### src/common/zx_config.svh
// Bus, RAM address and DAC widths, fixed banks and paging register bit positions
`ifndef ZX_CONFIG_SVH
`define ZX_CONFIG_SVH

// ======================================================================
// Bus and memory widths
// ======================================================================

`define ZX_ADDR_W 16
`define ZX_DATA_W 8

// Bit 17 selects ROM space, bits 16..14 bank, bits 13..0 offset
`define ZX_RAM_ADDR_W 18

// Beeper DAC input width
`define ZX_DAC_W 9

// ======================================================================
// Banks and port register bits
// ======================================================================

// Fixed banks at 4000 and 8000 in normal mode
`define ZX_SCREEN_BANK 3'd5
`define ZX_MID_BANK 3'd2

// 7FFD bits
`define ZX_PAGE_SCREEN_BIT 3
`define ZX_PAGE_ROM_BIT 4
`define ZX_PAGE_LOCK_BIT 5

// 1FFD bits
`define ZX_P3_SPECIAL_BIT 0
`define ZX_P3_ROM_BIT 2

`endif

### src/common/zx_pkg.sv
// Shared types: CPU address and data, RAM address, bank, machine model, DAC level
`include "zx_config.svh"

package zx_pkg;

	// CPU side
	typedef logic [`ZX_ADDR_W-1:0] zx_addr_t;
	typedef logic [`ZX_DATA_W-1:0] zx_data_t;

	// RAM side, ROM flag plus bank plus 16K offset
	typedef logic [`ZX_RAM_ADDR_W-1:0] zx_ram_addr_t;
	typedef logic [2:0] zx_bank_t;

	// Machine model, selected at reset
	typedef enum logic [1:0] {
		MODEL_128 = 2'd0,
		MODEL_48 = 2'd1,
		MODEL_PLUS3 = 2'd2
	} zx_model_t;

	// Beeper mix level
	typedef logic [`ZX_DAC_W-1:0] zx_level_t;

endpackage

### src/common/zx_bus_if.sv
// Internal CPU bus interface with strobe, pager, ULA and read mux modports
`timescale 1ns/1ps

interface zx_bus_if;
	import zx_pkg::*;

	zx_addr_t addr;
	zx_data_t cpu_dout;

	// Decoded active-high strobes
	logic io_wr_pulse;
	logic io_rd;
	logic mem_rd;
	logic mem_wr;

	modport strobe (
		output addr,
		output cpu_dout,
		output io_wr_pulse,
		output io_rd,
		output mem_rd,
		output mem_wr
	);

	modport pager (
		input addr,
		input cpu_dout,
		input io_wr_pulse,
		input mem_rd,
		input mem_wr
	);

	modport ula (
		input addr,
		input cpu_dout,
		input io_wr_pulse
	);

	modport mux (
		input addr,
		input io_rd
	);

endinterface

### src/source/zx_bus_strobe.sv
// Z80 strobe decoder with edge-detected I/O write pulse
`timescale 1ns/1ps

module zx_bus_strobe (
	input logic clk_sys,
	input logic reset,
	input zx_pkg::zx_addr_t addr,
	input zx_pkg::zx_data_t cpu_dout,
	input logic m1_n,
	input logic mreq_n,
	input logic iorq_n,
	input logic rd_n,
	input logic wr_n,
	zx_bus_if.strobe bus
);

	logic io_wr;
	logic io_wr_q;

	// Interrupt acknowledge has iorq low with m1 low, keep it out
	assign io_wr = ~iorq_n & ~wr_n & m1_n;

	always_ff @(posedge clk_sys) begin
		if (reset) begin
			io_wr_q <= 1'b0;
		end else begin
			io_wr_q <= io_wr;
		end
	end

	assign bus.addr = addr;
	assign bus.cpu_dout = cpu_dout;

	// Memory strobes follow the CPU directly
	assign bus.mem_rd = ~mreq_n & ~rd_n;
	assign bus.mem_wr = ~mreq_n & ~wr_n;

	assign bus.io_rd = ~iorq_n & ~rd_n & m1_n;

	// One pulse per OUT, up to the first edge that sees it
	assign bus.io_wr_pulse = io_wr & ~io_wr_q;

endmodule

### src/memory_pager/zx_memory_pager.sv
// Memory pager: 7FFD and 1FFD registers, model latch, RAM address map, RAM enables
`timescale 1ns/1ps
`include "zx_config.svh"

module zx_memory_pager (
	input logic clk_sys,
	input logic reset,
	input zx_pkg::zx_model_t model,
	zx_bus_if.pager bus,
	output zx_pkg::zx_ram_addr_t ram_addr,
	output logic ram_we,
	output logic ram_rd,
	output logic screen_page
);
	import zx_pkg::*;

	zx_model_t model_q;
	zx_data_t page_reg;
	zx_data_t page_reg_plus3;

	logic is_48;
	logic is_plus3;
	logic page_disable;
	logic page_write;
	logic page_write_plus3;
	logic page_special;
	logic rom_space;
	logic [1:0] rom_sel;
	zx_bank_t top_bank;
	zx_bank_t special_bank;

	assign is_48 = (model_q == MODEL_48);
	assign is_plus3 = (model_q == MODEL_PLUS3);

	// Lock bit stays set until the next reset
	assign page_disable = is_48 | page_reg[`ZX_PAGE_LOCK_BIT];

	// 7FFD, partial decode; +3 also needs A14 high
	assign page_write = ~bus.addr[15] & ~bus.addr[1] & (bus.addr[14] | ~is_plus3)
		& ~page_disable;

	// 1FFD, +3 only
	assign page_write_plus3 = ~bus.addr[15] & ~bus.addr[14] & ~bus.addr[13]
		& bus.addr[12] & ~bus.addr[1] & is_plus3 & ~page_disable;

	// ======================================================================
	// Paging registers
	// ======================================================================

	always_ff @(posedge clk_sys) begin
		if (reset) begin
			model_q <= model;
			page_reg <= '0;
			page_reg_plus3 <= '0;
		end else if (bus.io_wr_pulse) begin
			if (page_write) begin
				page_reg <= bus.cpu_dout;
			end else if (page_write_plus3) begin
				page_reg_plus3 <= bus.cpu_dout;
			end
		end
	end

	// ======================================================================
	// Address mapping
	// ======================================================================

	assign page_special = page_reg_plus3[`ZX_P3_SPECIAL_BIT];
	assign top_bank = is_48 ? 3'd0 : page_reg[2:0];

	always_comb begin
		case (model_q)
			MODEL_48: rom_sel = 2'b01;
			MODEL_PLUS3: rom_sel = {page_reg_plus3[`ZX_P3_ROM_BIT], page_reg[`ZX_PAGE_ROM_BIT]};
			default: rom_sel = {1'b0, page_reg[`ZX_PAGE_ROM_BIT]};
		endcase
	end

	// All-RAM configurations of the +3
	always_comb begin
		case (page_reg_plus3[2:1])
			2'b00: special_bank = {1'b0, bus.addr[15:14]};
			2'b01: special_bank = {1'b1, bus.addr[15:14]};
			2'b10: special_bank = (bus.addr[15:14] == 2'b11) ? 3'd3 : {1'b1, bus.addr[15:14]};
			default: begin
				case (bus.addr[15:14])
					2'b00: special_bank = 3'd4;
					2'b01: special_bank = 3'd7;
					2'b10: special_bank = 3'd6;
					default: special_bank = 3'd3;
				endcase
			end
		endcase
	end

	always_comb begin
		if (page_special) begin
			ram_addr = {1'b0, special_bank, bus.addr[13:0]};
		end else begin
			case (bus.addr[15:14])
				2'b00: ram_addr = {2'b10, rom_sel, bus.addr[13:0]};
				2'b01: ram_addr = {1'b0, `ZX_SCREEN_BANK, bus.addr[13:0]};
				2'b10: ram_addr = {1'b0, `ZX_MID_BANK, bus.addr[13:0]};
				default: ram_addr = {1'b0, top_bank, bus.addr[13:0]};
			endcase
		end
	end

	// ROM is write protected
	assign rom_space = ~page_special & (bus.addr[15:14] == 2'b00);

	assign ram_we = bus.mem_wr & ~rom_space;
	assign ram_rd = bus.mem_rd;
	assign screen_page = page_reg[`ZX_PAGE_SCREEN_BIT];

endmodule

### src/ula/zx_beeper_dac.sv
// First-order sigma-delta DAC for the beeper level
`timescale 1ns/1ps
`include "zx_config.svh"

module zx_beeper_dac (
	input logic clk_sys,
	input logic reset,
	input zx_pkg::zx_level_t level,
	output logic dac_out
);

	// One extra bit holds the carry
	logic [`ZX_DAC_W:0] acc;
	logic [`ZX_DAC_W:0] acc_next;

	// Previous carry is dropped before adding
	assign acc_next = {1'b0, acc[`ZX_DAC_W-1:0]} + {1'b0, level};

	always_ff @(posedge clk_sys) begin
		if (reset) begin
			acc <= '0;
		end else begin
			acc <= acc_next;
		end
	end

	// Carry density is level / 512
	assign dac_out = acc[`ZX_DAC_W];

endmodule

### src/ula/zx_ula_port.sv
// ULA port FE: border, EAR and MIC latches, keyboard and tape read value, beeper mix
`timescale 1ns/1ps

module zx_ula_port (
	input logic clk_sys,
	input logic reset,
	zx_bus_if.ula bus,
	input logic [4:0] key_data,
	input logic tape_in,
	output logic [2:0] border,
	output zx_pkg::zx_data_t ula_dout,
	output logic audio
);
	import zx_pkg::*;

	logic ula_we;
	logic ear_out;
	logic mic_out;
	zx_level_t beep_level;

	// Any even port
	assign ula_we = bus.io_wr_pulse & ~bus.addr[0];

	always_ff @(posedge clk_sys) begin
		if (reset) begin
			border <= 3'd0;
			mic_out <= 1'b0;
			ear_out <= 1'b0;
		end else if (ula_we) begin
			border <= bus.cpu_dout[2:0];
			mic_out <= bus.cpu_dout[3];
			ear_out <= bus.cpu_dout[4];
		end
	end

	// Keys active low, tape bit inverted
	assign ula_dout = {1'b1, ~tape_in, 1'b1, key_data};

	// EAR 128, MIC 64, tape 32
	assign beep_level = {1'b0, ear_out, mic_out, tape_in, 5'b00000};

	zx_beeper_dac i_beeper_dac (
		.clk_sys(clk_sys),
		.reset(reset),
		.level(beep_level),
		.dac_out(audio)
	);

endmodule

### src/source/zx_read_mux.sv
// CPU read data multiplexer: RAM, ULA port or idle bus
`timescale 1ns/1ps

module zx_read_mux (
	zx_bus_if.mux bus,
	input logic ram_rd,
	input zx_pkg::zx_data_t ram_dout,
	input zx_pkg::zx_data_t ula_dout,
	output zx_pkg::zx_data_t cpu_din
);

	logic ula_rd;

	assign ula_rd = bus.io_rd & ~bus.addr[0];

	always_comb begin
		if (ram_rd) begin
			cpu_din = ram_dout;
		end else if (ula_rd) begin
			cpu_din = ula_dout;
		end else begin
			// Floating bus
			cpu_din = '1;
		end
	end

endmodule

### src/source/zx_spectrum_core.sv
// Top level with bus strobes, memory pager, ULA port and read mux
`timescale 1ns/1ps

module zx_spectrum_core (
	input logic clk_sys,
	input logic reset,
	input zx_pkg::zx_model_t model,
	input zx_pkg::zx_addr_t addr,
	input zx_pkg::zx_data_t cpu_dout,
	input logic m1_n,
	input logic mreq_n,
	input logic iorq_n,
	input logic rd_n,
	input logic wr_n,
	input logic [4:0] key_data,
	input logic tape_in,
	input zx_pkg::zx_data_t ram_dout,
	output zx_pkg::zx_data_t cpu_din,
	output zx_pkg::zx_ram_addr_t ram_addr,
	output logic ram_we,
	output logic ram_rd,
	output logic screen_page,
	output logic [2:0] border,
	output logic audio
);
	import zx_pkg::*;

	zx_data_t ula_dout;

	zx_bus_if zx_bus ();

	zx_bus_strobe i_bus_strobe (
		.clk_sys(clk_sys),
		.reset(reset),
		.addr(addr),
		.cpu_dout(cpu_dout),
		.m1_n(m1_n),
		.mreq_n(mreq_n),
		.iorq_n(iorq_n),
		.rd_n(rd_n),
		.wr_n(wr_n),
		.bus(zx_bus.strobe)
	);

	zx_memory_pager i_memory_pager (
		.clk_sys(clk_sys),
		.reset(reset),
		.model(model),
		.bus(zx_bus.pager),
		.ram_addr(ram_addr),
		.ram_we(ram_we),
		.ram_rd(ram_rd),
		.screen_page(screen_page)
	);

	zx_ula_port i_ula_port (
		.clk_sys(clk_sys),
		.reset(reset),
		.bus(zx_bus.ula),
		.key_data(key_data),
		.tape_in(tape_in),
		.border(border),
		.ula_dout(ula_dout),
		.audio(audio)
	);

	zx_read_mux i_read_mux (
		.bus(zx_bus.mux),
		.ram_rd(ram_rd),
		.ram_dout(ram_dout),
		.ula_dout(ula_dout),
		.cpu_din(cpu_din)
	);

endmodule

### config.mk
export PLATFORM = sky130hd
export DESIGN_NAME = zx_spectrum_core
export DESIGN_NICKNAME = d
export VERILOG_FILES = /design/src/common/zx_pkg.sv /design/src/common/zx_bus_if.sv /design/src/source/zx_bus_strobe.sv /design/src/memory_pager/zx_memory_pager.sv /design/src/ula/zx_beeper_dac.sv /design/src/ula/zx_ula_port.sv /design/src/source/zx_read_mux.sv /design/src/source/zx_spectrum_core.sv
export VERILOG_INCLUDE_DIRS = /design/src /design/src/common
export SDC_FILE = /design/constraint.sdc
export NUM_CORES = 1
export LEC_CHECK = 0
export ABC_CLOCK_PERIOD_IN_PS = 2050
export BUFFER_PORTS_ARGS = -buffer_cell sky130_fd_sc_hd__buf_2
export CORE_ASPECT_RATIO = 1.2
export CORE_UTILIZATION = 43
export CTS_CLUSTER_SIZE = 10
export DETAILED_ROUTE_END_ITERATION = 16
export GPL_ROUTABILITY_DRIVEN = 0
export GPL_TIMING_DRIVEN = 0
export PLACE_DENSITY = 0.9
export SYNTH_ARGS = -nofsm -noshare
export SYNTH_HDL_FRONTEND = slang
export SYNTH_SLANG_ARGS = --single-unit
### constraint.sdc
create_clock -name clk_sys -period 2.05 [get_ports clk_sys]
set_clock_uncertainty 0.05 [all_clocks]
set_input_delay 0.1025 -clock clk_sys [delete_from_list [all_inputs] [get_ports clk_sys]]
set_output_delay 0.1025 -clock clk_sys [all_outputs]
set_load 0.05 [all_outputs]
# Yosys cells after proc, flatten, opt, wreduce, memory -nomap -nowiden
# Index checks and enable logic that the tools add are counted.
dict set report classes {
  n_addsub 1
  multipliers 0
  n_div 0
  n_lt_le_gt_ge 0
  eq_ne 7
  n_shift 0
  mux 9
  n_bitwise 38
  n_reduce_logical 4
}
# op n
set ops {}
lappend ops {{$pmux 18 s3} 1}
lappend ops {{$and 1x1->1} 20}
lappend ops {{$mux 18} 1}
lappend ops {{$pmux 3 s3} 2}
lappend ops {{$not 1->1} 16}
lappend ops {{$add 9x8->10} 1}
lappend ops {{$eq 2x2->1 const B} 4}
lappend ops {{$mux 8} 1}
lappend ops {{$mux 7} 1}
lappend ops {{$eq 2x1->1 const B} 3}
lappend ops {{$mux 3} 2}
lappend ops {{$logic_not 2->1} 2}
lappend ops {{$pmux 2 s2} 1}
lappend ops {{$reduce_and 3->1} 1}
lappend ops {{$or 1x1->1} 2}
lappend ops {{$reduce_and 2->1} 1}
dict set report word_totals {
  reg_bits 27
  latch_bits 0
  mem_bits_rw 0
  mem_bits_ro 0
  in_bits 47
  output_inout_bits 33
  wordCells 67
  n_memories 0
}

# Depth between registers and ports, before layout
dict set report logic_depth {
  ltp_word 8
  depth_mapped 6
  ltp_nobuf 6
}

# Cells and area by module
# From an unflattened synthesis, not the netlist that was laid out.
dict set report unflattened {
  cells_unflattened 240
  hier_area_um2 2122.0
}
# module n_inst cells_each area_per_inst_um2 seq_area_each_um2
set modules_own_cells {}
lappend modules_own_cells {zx_memory_pager 1 81 737.0 240.2}
lappend modules_own_cells {zx_beeper_dac 1 71 656.9 200.2}
lappend modules_own_cells {zx_ula_port 1 31 290.3 100.1}
lappend modules_own_cells {zx_bus_strobe 1 30 232.7 20.0}
lappend modules_own_cells {zx_read_mux 1 27 205.2 0.0}

# Worst setup path before layout
# Ideal clock, no wire load.
dict set report synth_timing {
  path_kind {register to output}
  from {reg i_memory_pager.model_q[0]}
  to {out ram_addr[15]}
  arrival_time_ps 2110
  required_time_ps 1898
  path_slack_ps -213
  stages_incl_launch_ff 6
  path_buffers 0
  path_cell_list {edfxtp_1 inv_1 ha_1 nor2b_1 a31oi_1 o31ai_1}
}
dict set report synth_via {
  elab_chain_len 4
  word_cells_on_any_way 6
  cone_classes {2 x eq/ne; 4 x mux}
}
# element line_no
set synth_rtl {}
lappend synth_rtl {{start, declared} zx_memory_pager.sv:17} ;# zx_model_t model_q;
lappend synth_rtl {{start signal, assigned} zx_memory_pager.sv:52} ;# model_q <= model;
lappend synth_rtl {{$eq 2x2->1 / $eq 2x1->1 (equally long branches)} {zx_memory_pager.sv:72, zx_memory_pager.sv:32}}
lappend synth_rtl {{$pmux 2 s2 / $mux 3 (equally long branches)} {zx_memory_pager.sv:72, zx_memory_pager.sv:69}}
lappend synth_rtl {{$pmux 18 s3 *} zx_memory_pager.sv:100} ;# case (bus.addr[15:14])
lappend synth_rtl {{$mux 18 *} zx_memory_pager.sv:97} ;# if (page_special) begin
lappend synth_rtl {{end, declared} zx_spectrum_core.sv:19} ;# output zx_pkg::zx_ram_addr_t ram_addr,
# Every way passes the cells marked *; elsewhere a longest branch is shown, timed or not.

# Final worst setup path
# Ends and elaborated chain as after synthesis.

==> impl_results.html <==
<table>
<tr><th>Metric</th><th>Value</th></tr>
<tr><th colspan="2">Die</th></tr>
<tr><td>Area enclosed by the die boundary</td><td>3260 sq um</td></tr>
<tr><td>Placeable Area</td><td>2840 sq um</td></tr>
<tr><td>Io pins</td><td>80</td></tr>
<tr><td>Vertical extent of the die</td><td>62.3 um</td></tr>
<tr><td>Chip width</td><td>52.3 um</td></tr>
<tr><td>Row count</td><td>21</td></tr>
<tr><td>Effective utilization at floorplan</td><td>46.0%</td></tr>
<tr><th colspan="2">Placed design</th></tr>
<tr><td>Total placed instance area</td><td>1700 sq um</td></tr>
<tr><td>I/O Buffers</td><td>67</td></tr>
<tr><td>Placed Instances</td><td>249</td></tr>
<tr><td>Estimated wirelength of the detail-placed design</td><td>2.48 mm</td></tr>
<tr><td>Pre-CTS setup slack</td><td>323 ps</td></tr>
<tr><th colspan="2">STA</th></tr>
<tr><td>Final Max Slew Viols</td><td>0</td></tr>
<tr><td>Final number of setup-violating endpoints</td><td>0</td></tr>
<tr><td>Aggregate negative setup slack</td><td>0 ps</td></tr>
<tr><td>Maximum frequency from static timing analysis</td><td>516 MHz</td></tr>
<tr><td>Final period utilization</td><td>94.6%</td></tr>
<tr><td>Shortest clock period the worst path allows after layout</td><td>1940 ps</td></tr>
<tr><td>Unrepaired setup endpoints after global routing</td><td>false</td></tr>
<tr><td>Max-Slew Margin vs Limit</td><td>63.1%</td></tr>
<tr><td>WHS</td><td>14.2 ps</td></tr>
<tr><td>Fin worst setup slack</td><td>111 ps</td></tr>
<tr><td>Slew at the pin closest to its max-slew limit</td><td>546 ps</td></tr>
<tr><td>Final count of hold timing violations</td><td>0</td></tr>
<tr><th colspan="2">Setup path</th></tr>
<tr><td>Crit Path Class</td><td>flop to primary output</td></tr>
<tr><td>Delay of the slowest cell on the worst path</td><td>420 ps</td></tr>
<tr><td>Series of cell instances along the critical path</td><td>inv_1, ha_1, nor2b_2, a31oi_1, o31ai_2, buf_4</td></tr>
<tr><td>Arrival time at the worst endpoint</td><td>1790 ps</td></tr>
<tr><td>Largest fanout of any net on the critical path</td><td>4</td></tr>
<tr><td>Reg2reg path depth</td><td>4</td></tr>
<tr><td>Crit. End Element</td><td>primary output</td></tr>
<tr><td>Critical path startpoint category</td><td>flop</td></tr>
<tr><td>Required @ worst endpoint</td><td>1900 ps</td></tr>
<tr><td>Cell at the slowest stage of the critical path</td><td>edfxtp_1</td></tr>
<tr><th colspan="2">Status</th></tr>
<tr><td>Run status</td><td>complete, no violations</td></tr>
<tr><th colspan="2">Logic synthesis</th></tr>
<tr><td>Number of warnings issued by yosys</td><td>0</td></tr>
<tr><td>Synthesized area per cell</td><td>8.82 sq um</td></tr>
<tr><td>Most common flop cell mapped by yosys</td><td>dfxtp_1</td></tr>
<tr><td>Share of synthesized flip-flops with an asynchronous set or reset</td><td>0%</td></tr>
<tr><td>EDFF count, synth</td><td>2</td></tr>
<tr><td>Post-synthesis cell count</td><td>148</td></tr>
<tr><td>Seq/Total Area, Yosys</td><td>35.3%</td></tr>
<tr><td>Total of flip-flops plus latches after synthesis</td><td>22</td></tr>
<tr><td>Cell area after synthesis</td><td>1310 sq um</td></tr>
<tr><td>Cells taking the most area after synthesis</td><td>dfxtp_1 31%, buf_4 8.1%, mux2i_1 5.4%</td></tr>
<tr><td>Cell taking the most area after synthesis</td><td>dfxtp_1</td></tr>
<tr><td>Portion of synthesized cell area occupied by the leading cell type</td><td>30.7%</td></tr>
<tr><td>Number of nets produced by synthesis</td><td>201</td></tr>
<tr><td>Unique cell type count in the Yosys netlist</td><td>35</td></tr>
<tr><th colspan="2">Clocking</th></tr>
<tr><td>Clock tree from TritonCTS</td><td>yes</td></tr>
<tr><td>Clock network latency to the later pin of the worst-skew pair</td><td>290 ps</td></tr>
<tr><td>Setup fix buffers added after clock tree synthesis</td><td>0</td></tr>
<tr><td># H-tree levels</td><td>1</td></tr>
<tr><td># clock sinks</td><td>22</td></tr>
<tr><td>Max Root-Sink Buffers</td><td>2</td></tr>
<tr><td>Clock root buffer</td><td>clkbuf_4</td></tr>
<tr><td>Clock transition time at the flip-flop clock pins of the worst setup and hold paths</td><td>120 ps</td></tr>
<tr><td>Clock buffer count from CTS</td><td>3</td></tr>
<tr><th colspan="2">Detailed routing</th></tr>
<tr><td>Final routed wirelength across all metal layers</td><td>3.12 mm</td></tr>
<tr><td>Detail Route Antenna Nets</td><td>0</td></tr>
<tr><td>DRC marker count from the first detailed-route iteration</td><td>32</td></tr>
<tr><td>Number of vias after detailed routing</td><td>1,328</td></tr>
<tr><td>Post-detailed-route via-to-cell ratio</td><td>5.19</td></tr>
<tr><td>Routed wire length per instance</td><td>12.2 um</td></tr>
<tr><td>DRT Pass-1 Iters</td><td>4</td></tr>
<tr><td>Post-route DRC violation count</td><td>0</td></tr>
<tr><th colspan="2">Pwr</th></tr>
<tr><td>Peak ir drop on the vdd network</td><td>0.000364 V</td></tr>
<tr><td>Power density over cell area</td><td>536 nW/um^2</td></tr>
<tr><td>Leakage power summed over all cells</td><td>0.841 nW</td></tr>
<tr><th colspan="2">Cells and area</th></tr>
<tr><td>Layout cells sized above 1</td><td>42.8%</td></tr>
<tr><td>Flip-flop count of the largest register, all copies and words added</td><td>6</td></tr>
<tr><td>Area used by multi-input combinational logic</td><td>696 sq um</td></tr>
<tr><td>Commonest non-fill, non-tap cell in the layout</td><td>buf_2</td></tr>
<tr><td>Final Instance Count excl. Fillers</td><td>256</td></tr>
<tr><td>Layout fillers</td><td>254</td></tr>
<tr><td>Design area</td><td>1760 sq um</td></tr>
<tr><td>Layout Area Growth over Synthesis</td><td>34.8%</td></tr>
<tr><td>Antenna Diode Count</td><td>0</td></tr>
<tr><td>Total area of sequential cells</td><td>460 sq um</td></tr>
<tr><td>Top library cells by usage in the layout, fill and taps aside</td><td>67 x buf_2, 20 x dfxtp_1, 15 x buf_4, 12 x inv_1, 12 x a21oi_1</td></tr>
<tr><td>Post-layout nets</td><td>276</td></tr>
<tr><th colspan="2">Hold path</th></tr>
<tr><td>Hold Path Depth</td><td>3</td></tr>
<tr><td>Hold crit path type</td><td>input pin to flop</td></tr>
<tr><th colspan="2">Global routing</th></tr>
<tr><td>Number of global-route vias before repair</td><td>1,149</td></tr>
<tr><td>Maximum number of pins on one net before global-route repair</td><td>13</td></tr>
<tr><td>Overall fraction of global-route tracks in use</td><td>18.8%</td></tr>
<tr><td>Wire length of the first global-routing pass</td><td>4.73 mm</td></tr>
<tr><td>Overall overflow remaining after global route</td><td>0</td></tr>
<tr><td>Number of antenna violations at the first check in global routing</td><td>0</td></tr>
<tr><th colspan="2">Run</th></tr>
<tr><td>Total of max-cap violations</td><td>0</td></tr>
</table>
==> worst paths after layout <==
kind                            slack, ps                             end                           start
worst max register to register        280      i_memory_pager.page_reg[4]       i_memory_pager.model_q[0]
worst max-delay path                  110                    ram_addr[15]       i_memory_pager.model_q[0]
worst min-delay path                   10      i_memory_pager.page_reg[5]                     cpu_dout[5]
worst min register to register        440  i_ula_port.i_beeper_dac.acc[9]  i_ula_port.i_beeper_dac.acc[8]
==> repair_timing <==
item	in CTS	in global routing
gates resized for setup	1	1
setup endpoints to repair	1	1
hold buffers	2	1
gates cloned	0	0
hold endpoints to repair	2	1
==> per-stage QoR <==
| step | util (%) | total power [mW] |
|---|---|---|
| after floorplan | - | 0.662 |
| after global placement | 59.8 | 0.744 |
| after global routing | 62.0 | 1.00 |
| after CTS | 61.6 | 0.950 |
| after detailed placement | 59.8 | 0.749 |
| final | 62.0 | 0.942 |
==> cells in the mapped netlist, drive strengths merged, types with 2 or more instances <==
master and count:
nor4 2, and3 2, o31ai 4, o21ai 8, nor2b 3, or3 2, ha 5, o22a 6
mux2i 7, nand3 6, edfxtp 2, nor3 2, dfxtp 20, clkbuf 3, nor2 5, nor4b 3
a21oi 12, nand2b 11, inv 12, or2 3, nand4 3, buf 15
==> layer usage <==
layer	global-route usage (%)	wire length, um	vias to the layer above
met5	0	0	-
met4	5.92	27	0
met2	33.1	1550	75
met1	22.3	1240	587
met3	2.94	296	2
li1	-	-	664
==> final cells by class <==
| cell class | count | share of cell area [%] |
|---|---|---|
| buffer | 18 | 6.90 |
| multi-input combinational | 96 | 39.5 |
| clock buffer | 4 | 1.49 |
| timing repair buffer | 70 | 20.9 |
| inverter | 12 | 2.56 |
| sequential | 22 | 26.2 |
| tap | 34 | 2.42 |
==> logic make-up (layout without fill, tap and decap cells) <==
family / count (synthesis) / in the layout / synth area share [%]
fa+ha+maj: 6 / 6 / 6.33
compound gates: 35 / 35 / 17.1
mux: 7 / 7 / 5.37
simple gates: 47 / 47 / 22.5
buf+inv: 30 / 104 / 12.8
xor+xnor: 1 / 1 / 0.671
flops: 22 / 22 / 35.3
==> power by group <==
part | internal, mW | switching [mW]
Clock | 0.0756 | 0.122
Combinational | 0.103 | 0.189
Sequential | 0.446 | 0.00669
Total | 0.625 | 0.317
==> critical path, delay by kind of cell, from the launching register on <==
family,cells,cell delay [ps]
flops,1,420
fa+ha+maj,1,170
simple gates,1,240
compound gates,2,360
buf+inv,2,300
No activity file was read; power rests on OpenSTA's default activity.
